--- src/axil_mem_defs.svh ---
`ifndef AXIL_MEM_DEFS_SVH
`define AXIL_MEM_DEFS_SVH

// Byte address width of the AXI4-Lite port
`define AXIL_ADDR_WIDTH 32

// Data bus width and its byte-lane count
`define AXIL_DATA_WIDTH 32
`define AXIL_STRB_WIDTH (`AXIL_DATA_WIDTH / 8)

// Entries in each client channel FIFO
`define AXIL_FIFO_ELS 4

// Scratchpad depth in data words
`define MEM_WORDS 256

`endif

--- src/axil_mem_pkg.sv ---
`default_nettype none

`include "axil_mem_defs.svh"

package axil_mem_pkg;

  // Bus payload vectors
  typedef logic [`AXIL_ADDR_WIDTH-1:0] axil_addr_t;
  typedef logic [`AXIL_DATA_WIDTH-1:0] axil_data_t;
  typedef logic [`AXIL_STRB_WIDTH-1:0] axil_strb_t;

  // AXI response codes of which only OKAY is produced here
  typedef enum logic [1:0] {
    OKAY   = 2'b00,
    EXOKAY = 2'b01,
    SLVERR = 2'b10,
    DECERR = 2'b11
  } axi_resp_e;

  typedef logic [2:0] axi_prot_t;

  // Response slot of the memory target
  typedef enum logic {
    RESP_IDLE  = 1'b0,
    RESP_VALID = 1'b1
  } mem_resp_state_e;

endpackage

`default_nettype wire

--- src/axil_fifo.sv ---
`timescale 1ns/10ps
`default_nettype none

module axil_fifo #(
  parameter int unsigned width_p = 8,
  parameter int unsigned els_p   = 4
) (
  input  wire                clk_i,
  input  wire                rst_n_i,

  input  wire  [width_p-1:0] data_i,
  input  wire                v_i,
  output logic               ready_o,

  output logic [width_p-1:0] data_o,
  output logic               v_o,
  input  wire                yumi_i
);

  localparam int unsigned ptr_w_lp = (els_p > 1) ? $clog2(els_p) : 1;
  localparam int unsigned cnt_w_lp = $clog2(els_p + 1);

  logic [width_p-1:0]  mem_r [els_p];
  logic [ptr_w_lp-1:0] rd_ptr_r;
  logic [ptr_w_lp-1:0] wr_ptr_r;
  logic [cnt_w_lp-1:0] count_r;
  logic                push;
  logic                pop;

  // Pointer step with wrap at the last entry
  function automatic logic [ptr_w_lp-1:0] ptr_inc(input logic [ptr_w_lp-1:0] ptr);
    if (ptr == ptr_w_lp'(els_p - 1)) begin
      return '0;
    end
    return ptr + 1'b1;
  endfunction

  assign ready_o = (count_r != cnt_w_lp'(els_p));
  assign v_o     = (count_r != '0);
  assign data_o  = mem_r[rd_ptr_r];

  assign push = v_i & ready_o;
  assign pop  = yumi_i & v_o;

  // Storage written at the tail
  always_ff @(posedge clk_i) begin
    if (push) begin
      mem_r[wr_ptr_r] <= data_i;
    end
  end

  always_ff @(posedge clk_i or negedge rst_n_i) begin
    if (!rst_n_i) begin
      rd_ptr_r <= '0;
      wr_ptr_r <= '0;
      count_r  <= '0;
    end else begin
      if (push) begin
        wr_ptr_r <= ptr_inc(wr_ptr_r);
      end
      if (pop) begin
        rd_ptr_r <= ptr_inc(rd_ptr_r);
      end
      // Occupancy holds when push and pop coincide
      if (push && !pop) begin
        count_r <= count_r + 1'b1;
      end else if (pop && !push) begin
        count_r <= count_r - 1'b1;
      end
    end
  end

endmodule

`default_nettype wire

--- src/axil_fifo_client.sv ---
`timescale 1ns/10ps
`default_nettype none

module axil_fifo_client #(
  parameter int unsigned fifo_els_p = 4
) (
  input  wire                            clk_i,
  input  wire                            rst_n_i,

  // Write address channel
  input  wire axil_mem_pkg::axil_addr_t  s_axil_awaddr_i,
  input  wire axil_mem_pkg::axi_prot_t   s_axil_awprot_i,
  input  wire                            s_axil_awvalid_i,
  output logic                           s_axil_awready_o,

  // Write data channel
  input  wire axil_mem_pkg::axil_data_t  s_axil_wdata_i,
  input  wire axil_mem_pkg::axil_strb_t  s_axil_wstrb_i,
  input  wire                            s_axil_wvalid_i,
  output logic                           s_axil_wready_o,

  // Write response channel
  output axil_mem_pkg::axi_resp_e        s_axil_bresp_o,
  output logic                           s_axil_bvalid_o,
  input  wire                            s_axil_bready_i,

  // Read address channel
  input  wire axil_mem_pkg::axil_addr_t  s_axil_araddr_i,
  input  wire axil_mem_pkg::axi_prot_t   s_axil_arprot_i,
  input  wire                            s_axil_arvalid_i,
  output logic                           s_axil_arready_o,

  // Read data channel
  output axil_mem_pkg::axil_data_t       s_axil_rdata_o,
  output axil_mem_pkg::axi_resp_e        s_axil_rresp_o,
  output logic                           s_axil_rvalid_o,
  input  wire                            s_axil_rready_i,

  // Request toward the memory
  output axil_mem_pkg::axil_addr_t       addr_o,
  output axil_mem_pkg::axil_data_t       data_o,
  output axil_mem_pkg::axil_strb_t       wmask_o,
  output logic                           v_o,
  output logic                           w_o,
  input  wire                            ready_and_i,

  // Response from the memory
  input  wire axil_mem_pkg::axil_data_t  data_i,
  input  wire                            v_i,
  output logic                           ready_and_o
);

  import axil_mem_pkg::*;

  localparam int unsigned strb_w_lp  = $bits(axil_strb_t);
  localparam int unsigned wfifo_w_lp = strb_w_lp + $bits(axil_data_t);

  axil_addr_t araddr_lo;
  axil_addr_t awaddr_lo;
  axil_data_t wdata_lo;
  axil_strb_t wmask_lo;
  logic       araddr_v_lo;
  logic       awaddr_v_lo;
  logic       wdata_v_lo;
  logic       araddr_yumi_li;
  logic       awaddr_yumi_li;
  logic       wdata_yumi_li;
  logic       return_ready_lo;
  logic       return_w_lo;
  logic       return_v_lo;
  logic       return_yumi_li;
  logic       req_fire;

  assign s_axil_bresp_o = OKAY;
  assign s_axil_rresp_o = OKAY;

  axil_fifo #(.width_p($bits(axil_addr_t)), .els_p(fifo_els_p)) araddr_fifo (
    .clk_i   (clk_i),
    .rst_n_i (rst_n_i),
    .data_i  (s_axil_araddr_i),
    .v_i     (s_axil_arvalid_i),
    .ready_o (s_axil_arready_o),
    .data_o  (araddr_lo),
    .v_o     (araddr_v_lo),
    .yumi_i  (araddr_yumi_li)
  );

  axil_fifo #(.width_p($bits(axil_addr_t)), .els_p(fifo_els_p)) awaddr_fifo (
    .clk_i   (clk_i),
    .rst_n_i (rst_n_i),
    .data_i  (s_axil_awaddr_i),
    .v_i     (s_axil_awvalid_i),
    .ready_o (s_axil_awready_o),
    .data_o  (awaddr_lo),
    .v_o     (awaddr_v_lo),
    .yumi_i  (awaddr_yumi_li)
  );

  // Strobe rides above the data word
  axil_fifo #(.width_p(wfifo_w_lp), .els_p(fifo_els_p)) wdata_fifo (
    .clk_i   (clk_i),
    .rst_n_i (rst_n_i),
    .data_i  ({s_axil_wstrb_i, s_axil_wdata_i}),
    .v_i     (s_axil_wvalid_i),
    .ready_o (s_axil_wready_o),
    .data_o  ({wmask_lo, wdata_lo}),
    .v_o     (wdata_v_lo),
    .yumi_i  (wdata_yumi_li)
  );

  // One bit per issued request that is set for writes
  axil_fifo #(.width_p(1), .els_p(fifo_els_p)) return_fifo (
    .clk_i   (clk_i),
    .rst_n_i (rst_n_i),
    .data_i  (w_o),
    .v_i     (req_fire),
    .ready_o (return_ready_lo),
    .data_o  (return_w_lo),
    .v_o     (return_v_lo),
    .yumi_i  (return_yumi_li)
  );

  // Reads win over writes; a write needs both heads
  assign v_o      = return_ready_lo & (araddr_v_lo | (awaddr_v_lo & wdata_v_lo));
  assign w_o      = ~araddr_v_lo;
  assign req_fire = v_o & ready_and_i;

  // Read addresses are word aligned
  assign addr_o  = araddr_v_lo ? (araddr_lo & ~axil_addr_t'(strb_w_lp - 1)) : awaddr_lo;
  assign data_o  = wdata_lo;
  assign wmask_o = wmask_lo;

  assign araddr_yumi_li = req_fire & araddr_v_lo;
  assign awaddr_yumi_li = req_fire & ~araddr_v_lo;
  assign wdata_yumi_li  = awaddr_yumi_li;

  // Steer the response by the oldest outstanding request
  assign s_axil_rdata_o  = data_i;
  assign s_axil_rvalid_o = v_i & return_v_lo & ~return_w_lo;
  assign s_axil_bvalid_o = v_i & return_v_lo & return_w_lo;

  assign ready_and_o    = return_v_lo & (return_w_lo ? s_axil_bready_i : s_axil_rready_i);
  assign return_yumi_li = ready_and_o & v_i;

endmodule

`default_nettype wire

--- config.mk ---
export PLATFORM = sky130hd
export DESIGN_NAME = axil_fifo_client
export DESIGN_NICKNAME = d
export VERILOG_FILES = /design/src/axil_mem_pkg.sv /design/src/axil_fifo.sv /design/src/axil_fifo_client.sv
export VERILOG_INCLUDE_DIRS = /design/src /design/src/src
export SDC_FILE = /design/constraint.sdc
export NUM_CORES = 1
export LEC_CHECK = 0
export ABC_AREA = 0
export BUFFER_PORTS_ARGS = -buffer_cell sky130_fd_sc_hd__buf_4
export CORE_MARGIN = 2
export CORE_UTILIZATION = 56
export CTS_CLUSTER_SIZE = 28
export DETAILED_ROUTE_END_ITERATION = 6
export PLACE_DENSITY = 0.76
export SYNTH_ARGS = -nofsm -noshare
export SYNTH_HDL_FRONTEND = slang
export SYNTH_SLANG_ARGS = --single-unit
--- constraint.sdc ---
create_clock -name clk_i -period 2.6 [get_ports clk_i]
set_input_delay 0.26 -clock clk_i [delete_from_list [all_inputs] [get_ports clk_i]]
set_output_delay 0.26 -clock clk_i [all_outputs]
set_load 0.02 [all_outputs]
Yosys cells after proc, flatten, opt, wreduce, memory -nomap -nowiden
Memory sizes are Yosys's and may differ from the RTL's.
Index checks and enable logic that the tools add are counted.
- reductions and logical operators: 24
- bitwise logic cells: 21
- equality and inequality tests: 12
- add/subtract/negate cells: 16
- mux-type cells: 50
- operators by type and width (kind ; count):
    $mux 2 ; 16
    $mux 32 ; 1
    $mux 1 ; 25
    $mux 3 ; 8
    $and 1x1->1 ; 18
    $add 2x1->2 const B ; 8
    $eq 2x2->1 const B ; 8
    $add 3x1->3 const B ; 4
    $ne 3x3->1 const B ; 4
    $reduce_bool 3->1 ; 4
    $sub 3x1->3 const B ; 4
    $logic_and 1x1->1 ; 8
    $logic_not 1->1 ; 8
    $reduce_bool 2->1 ; 4
    $not 1->1 ; 2
    $or 1x1->1 ; 1
- register bits after elaboration: 28
- bits in writable memories: 404
- memories: 4
- logic and storage cells: 139
- memory list (memory ; depth ; width ; rd ports ; clocked after memory_dff ; write ports ; RTL line ; RTL):
    wdata_fifo.mem_r ; 4 ; 36 ; 1 ; 0 ; 1 ; axil_fifo.sv:23 ; logic [width_p-1:0] mem_r [els_p];
    araddr_fifo.mem_r ; 4 ; 32 ; 1 ; 0 ; 1 ; axil_fifo.sv:23 ;
    awaddr_fifo.mem_r ; 4 ; 32 ; 1 ; 0 ; 1 ; axil_fifo.sv:23 ;
    return_fifo.mem_r ; 4 ; 1 ; 1 ; 0 ; 1 ; axil_fifo.sv:23 ;

Longest topological paths before layout
- depth after elaboration: 10
- mapped depth: 10
- mapped depth without buffers: 10

By module
Synthesis repeated with hierarchy kept, for this count alone.
- cells, all modules: 763
- area total of the unflattened synthesis: 17282.8 um^2
- by module, submodules not included (module ; seq. area each (um^2) ; times used ; cells an instance ; area each (um^2)):
    axil_fifo at araddr_fifo ... ; 4018.9 ; 2 ; 205 ; 5106.1
    axil_fifo at wdata_fifo ; 4499.3 ; 1 ; 224 ; 5625.4
    axil_fifo_client ; 0.0 ; 1 ; 87 ; 853.3
    axil_fifo at return_fifo ; 295.3 ; 1 ; 42 ; 591.8

Worst setup path after synthesis
OpenSTA, ideal clock, no wires.
- path kind: flip-flop to flip-flop
- from: register return_fifo.rd_ptr_r[0]
- to: register return_fifo.count_r[1]
- cell stages (with the launch flop): 9
- data required time: 2475 ps
- data arrival time: 2199 ps
- buffers on the path: 0
- clock period less this slack: 2324 ps
- slack: 276 ps
- setup time: 125 ps
- cell sequence: dfrtp_1 -> mux4_2 -> mux2i_1 -> nor2_1 -> inv_1 -> ha_1 -> inv_1 -> fa_1 -> mux2_2
- cells in the longest elaborated chain, start to end: 8
- RTL lines (element ; RTL line ; RTL):
    from (decl) ; axil_fifo.sv:24 ; logic [ptr_w_lp-1:0] rd_ptr_r;
    from (signal assigned) ; axil_fifo.sv:62 ; rd_ptr_r <= ptr_inc(rd_ptr_r);
    $mem_v2 4x1 (*) ; -- ;
    $mux 1 (*) ; axil_fifo_client.sv:142 ; assign ready_and_o = return_v_lo & (return_w_lo ? s_axil_bready_i : s_axil_rready_i);
    $and 1x1->1 (*) ; axil_fifo_client.sv:142 ;
    $and 1x1->1 (*) ; axil_fifo_client.sv:143 ; assign return_yumi_li = ready_and_o & v_i;
    $and 1x1->1 (*) ; axil_fifo.sv:43 ; assign pop = yumi_i & v_o;
    $logic_not 1->1 ; axil_fifo.sv:65 ; if (push && !pop) begin
    $logic_and 1x1->1 ; axil_fifo.sv:65 ;
    $mux 3 / $reduce_bool 2->1 (equally long branches) ; -- ;
    to (signal assigned) ; axil_fifo.sv:66 ; count_r <= count_r + 1'b1;
    to (signal assigned) ; axil_fifo.sv:68 ; count_r <= count_r - 1'b1;
    to (decl) ; axil_fifo.sv:26 ; logic [cnt_w_lp-1:0] count_r;
Mark *: on every way between the ends. The rest lies on a longest branch, timed or not.
A chain may end at the register's enable or synchronous reset.

Worst setup path in the final report
- from: register return_fifo.rd_ptr_r[0]
- to: register return_fifo.count_r[2]
The elaborated chain is that of the path after synthesis.

==> flow_metrics.env <==
export IMPL_status="complete, no violations"
export IMPL_clkLatencyLatePin_ns=0.52
export IMPL_cp_required_ns=3.04
export IMPL_grt_pass1_wl_um=50200
export IMPL_synth_avg_cell_area_um2=20.5
export IMPL_synthTopCellsByArea="edfxtp_1 71%, mux4_2 13%, dfrtp_1 4.2%"
export IMPL_antenna_left=0
export IMPL_initialDrtViolationCount=510
export IMPL_grt_usage=0.216
export IMPL_start_util=0.565
export IMPL_synth_edf_count=396
export IMPL_dp_cells=1352
export IMPL_antenna_found_initial=3
export IMPL_synth_xor_area_frac=0.00631
export IMPL_postRouteWirelength_um=32900
export IMPL_synth_simple_area_share=0.0354
export IMPL_max_freq_mhz=410
export IMPL_ys_types=30
export IMPL_drive_gt1_frac=0.362
export IMPL_wire_per_inst_um=21.5
export IMPL_leakage_nw=7.57
export IMPL_async_reset_ff_frac=0.0660
export IMPL_finalSetupViolCount=0
export IMPL_netlist_area_leader_share=0.714
export IMPL_port_buffers=182
export IMPL_synth_seq_cells=424
export IMPL_hpwl_um=20300
export IMPL_cts_setup_buffers=0
export IMPL_grt_overflow=0
export IMPL_finish_utilization=0.711
export IMPL_cp_num_cells=10
export IMPL_vias=8358
export IMPL_synth_top_family_by_area="multiplexers"
export IMPL_hold_class="input pin to async pin"
export IMPL_skew_ns=0.00807
export IMPL_cp_arrival_ns=2.88
export IMPL_synthFlopType="edfxtp_1"
export IMPL_gp_congestion=0.733
export IMPL_crit_buf_inv=2
export IMPL_synth_compound_area_frac=0.00293
export IMPL_dr_pass1_iters=5
export IMPL_synth_most_common_cell="edfxtp_1"
export IMPL_path_max_fanout=4
export IMPL_dieArea_um2=31100
export IMPL_dieWidth_um=176
export IMPL_layout_nets=1280
export IMPL_clk_pin_slew_ns=0.06
export IMPL_final_hold_viol_count=0
export IMPL_cpMaxStageDelayCell="mux4_2"
export IMPL_cts_root_buf="clkbuf_16"
export IMPL_rows=63
export IMPL_reg2regPathDepth=10
export IMPL_fin_setup_tns_ns=0
export IMPL_cts_tree="built"
export IMPL_stdcell_count=1527
export IMPL_critical_path_class="flop to flop"
export IMPL_die_y_um=176
export IMPL_peakVddDrop_mv=0.740
export IMPL_worstPathCellList="mux4_2, mux2i_2, nor2_1, inv_1, ha_1, inv_1, fa_1, xor2_1, nor2_1, xnor2_1"
export IMPL_grt_max_degree=39
export IMPL_worst_pin_slew_ns=0.597
export IMPL_syn_inst=811
export IMPL_ys_warn_count=0
export IMPL_ios=259
export IMPL_cts_buffers=42
export IMPL_clkSinkCount=424
export IMPL_drc_errors=0
export IMPL_htreeDepth=2
export IMPL_clockBufferDepth=3
export IMPL_hold_slack_ns=0.216
export IMPL_slew_violations=0
export IMPL_end_kind="flop"
export IMPL_core_area_um2=29500
export IMPL_maxSlewHeadroom=0.602
export IMPL_crit_family="multiplexers"
export IMPL_pwr_density_cell_nw_per_um2=1150
export IMPL_grt_pass1_vias=8926
export IMPL_grt_setup_unrepaired="no"
export IMPL_period_minus_slack_ns=2.44
export IMPL_muxShareOfSynthArea=0.148
export IMPL_seq_area_frac_synth=0.757
export IMPL_slowest_delay_ns=0.56
export IMPL_timing_final_crit_share=0.938
export IMPL_drt_vias_per_instance=5.47
export IMPL_syn2layout_area_growth_pct=25.9
export IMPL_netlist_area_um2=16600
export IMPL_maxCapViolCount=0
export IMPL_synthTopCellsByCount="396 x edfxtp_1, 99 x mux4_2, 93 x nand2_1"
export IMPL_yosysTopAreaCell="edfxtp_1"
export IMPL_cp_start_kind="flop"
export IMPL_synth_fa_ha_area_frac=0.0229
==> metal layers <==
layer,track usage,vias to the layer above,wire length (um),share of wire
met5,0,-,0,0
met4,0.0582,0,661,0.020
met3,0.0407,54,2140,0.065
met2,0.387,287,17600,0.53
met1,0.272,4262,12500,0.38
li1,-,3755,-,-
==> cells in the final DEF, fill, tap and decap left out, drive strengths merged <==
master / netlist / routed
edfxtp: 396 / 396
buf: 53 / 214
mux4: 99 / 99
dlygate4sd3: 0 / 99
nand2: 93 / 93
clkbuf: 13 / 48
dfrtp: 28 / 28
ha: 24 / 24
mux2: 20 / 20
inv: 17 / 19
nor2: 18 / 18
clkinv: 0 / 16
and3: 12 / 12
and2: 9 / 9
xor2: 7 / 7
bufinv: 0 / 6
xnor2: 5 / 5
fa: 4 / 4
conb: 1 / 4
diode: 0 / 3
o31ai: 3 / 3
or3: 2 / 2
a21oi: 2 / 2
mux2i: 1 / 1
nand2b: 1 / 1
nor3: 1 / 1
nor2b: 1 / 1
a22oi: 1 / 1
clkinvlp: 0 / 1
==> cell type report <==
class	instances	area, um^2
Sequential cell	424	12600
Fill cell	1756	8530
Multi-Input combinational cell	307	3630
Timing Repair Buffer	313	2790
Clock buffer	48	1090
Tap cell	390	488
Clock inverter	25	270
Inverter	17	63.8
Antenna cell	3	7.51
==> metrics by stage <==
stage / cell area (um^2) / setup slack (ns) / power [mW]
detailed placement: 18600 / 0.105 / 18.2
finish: 20900 / 0.161 / 24.2
floorplan: 16700 / 0.276 / 15.0
CTS: 20900 / 0.0215 / 24.4
global placement: 18600 / 0.153 / 18.0
global route: 20900 / 0.0118 / 25.3
==> flip-flops by register name, summed over array words and instances, names as in the netlist, 3 cells and up <==
name                 count
awaddr_fifo.count_r      3
araddr_fifo.count_r      3
wdata_fifo.mem_r       144
araddr_fifo.mem_r      120
wdata_fifo.count_r       3
return_fifo.mem_r        4
awaddr_fifo.mem_r      128
return_fifo.count_r      3
==> cell families (layout without fill, tap and decap cells) <==
family / Yosys count / in the layout
buf+inv: 83 / 403
compound gates: 6 / 6
fa+ha+maj: 28 / 28
other cells: 1 / 7
flops: 424 / 424
xor+xnor: 12 / 12
mux: 120 / 120
simple gates: 137 / 137
==> final timing paths <==
check | startpoint | to | slack [ns]
worst max-delay path | return_fifo.rd_ptr_r[0] | return_fifo.count_r[2] | 0.16
worst min-delay path | rst_n_i | return_fifo.count_r[2] | 0.22
worst max register to register | return_fifo.rd_ptr_r[0] | return_fifo.count_r[2] | 0.16
worst min register to register | wdata_fifo.count_r[2] | wdata_fifo.count_r[2] | 0.50
max in group asynchronous | rst_n_i | awaddr_fifo.rd_ptr_r[0] | 2.08
min in group clk_i | s_axil_awvalid_i | awaddr_fifo.wr_ptr_r[1] | 0.22
==> power breakdown <==
group          switching, mW  internal (mW)
registers              0.678           9.10
clock network           2.37           3.60
logic                   4.44           3.97
total                   7.48           16.7
==> worst reg2reg max path: stages (launching register included) <==
cell and delay, ns:
dfrtp_1 0.41, mux4_2 0.56, mux2i_2 0.21, nor2_1 0.08
inv_1 0.08, ha_1 0.18, inv_1 0.06, fa_1 0.37
xor2_1 0.17, nor2_1 0.12, xnor2_1 0.12
==> timing repair <==
action | in CTS | in global routing
hold buffers | 99 | 0
hold endpoints to repair | 420 | 0
gates resized for setup | 4 | 5
setup endpoints to repair | 34 | 13
Power figures use the tool's default switching activity.
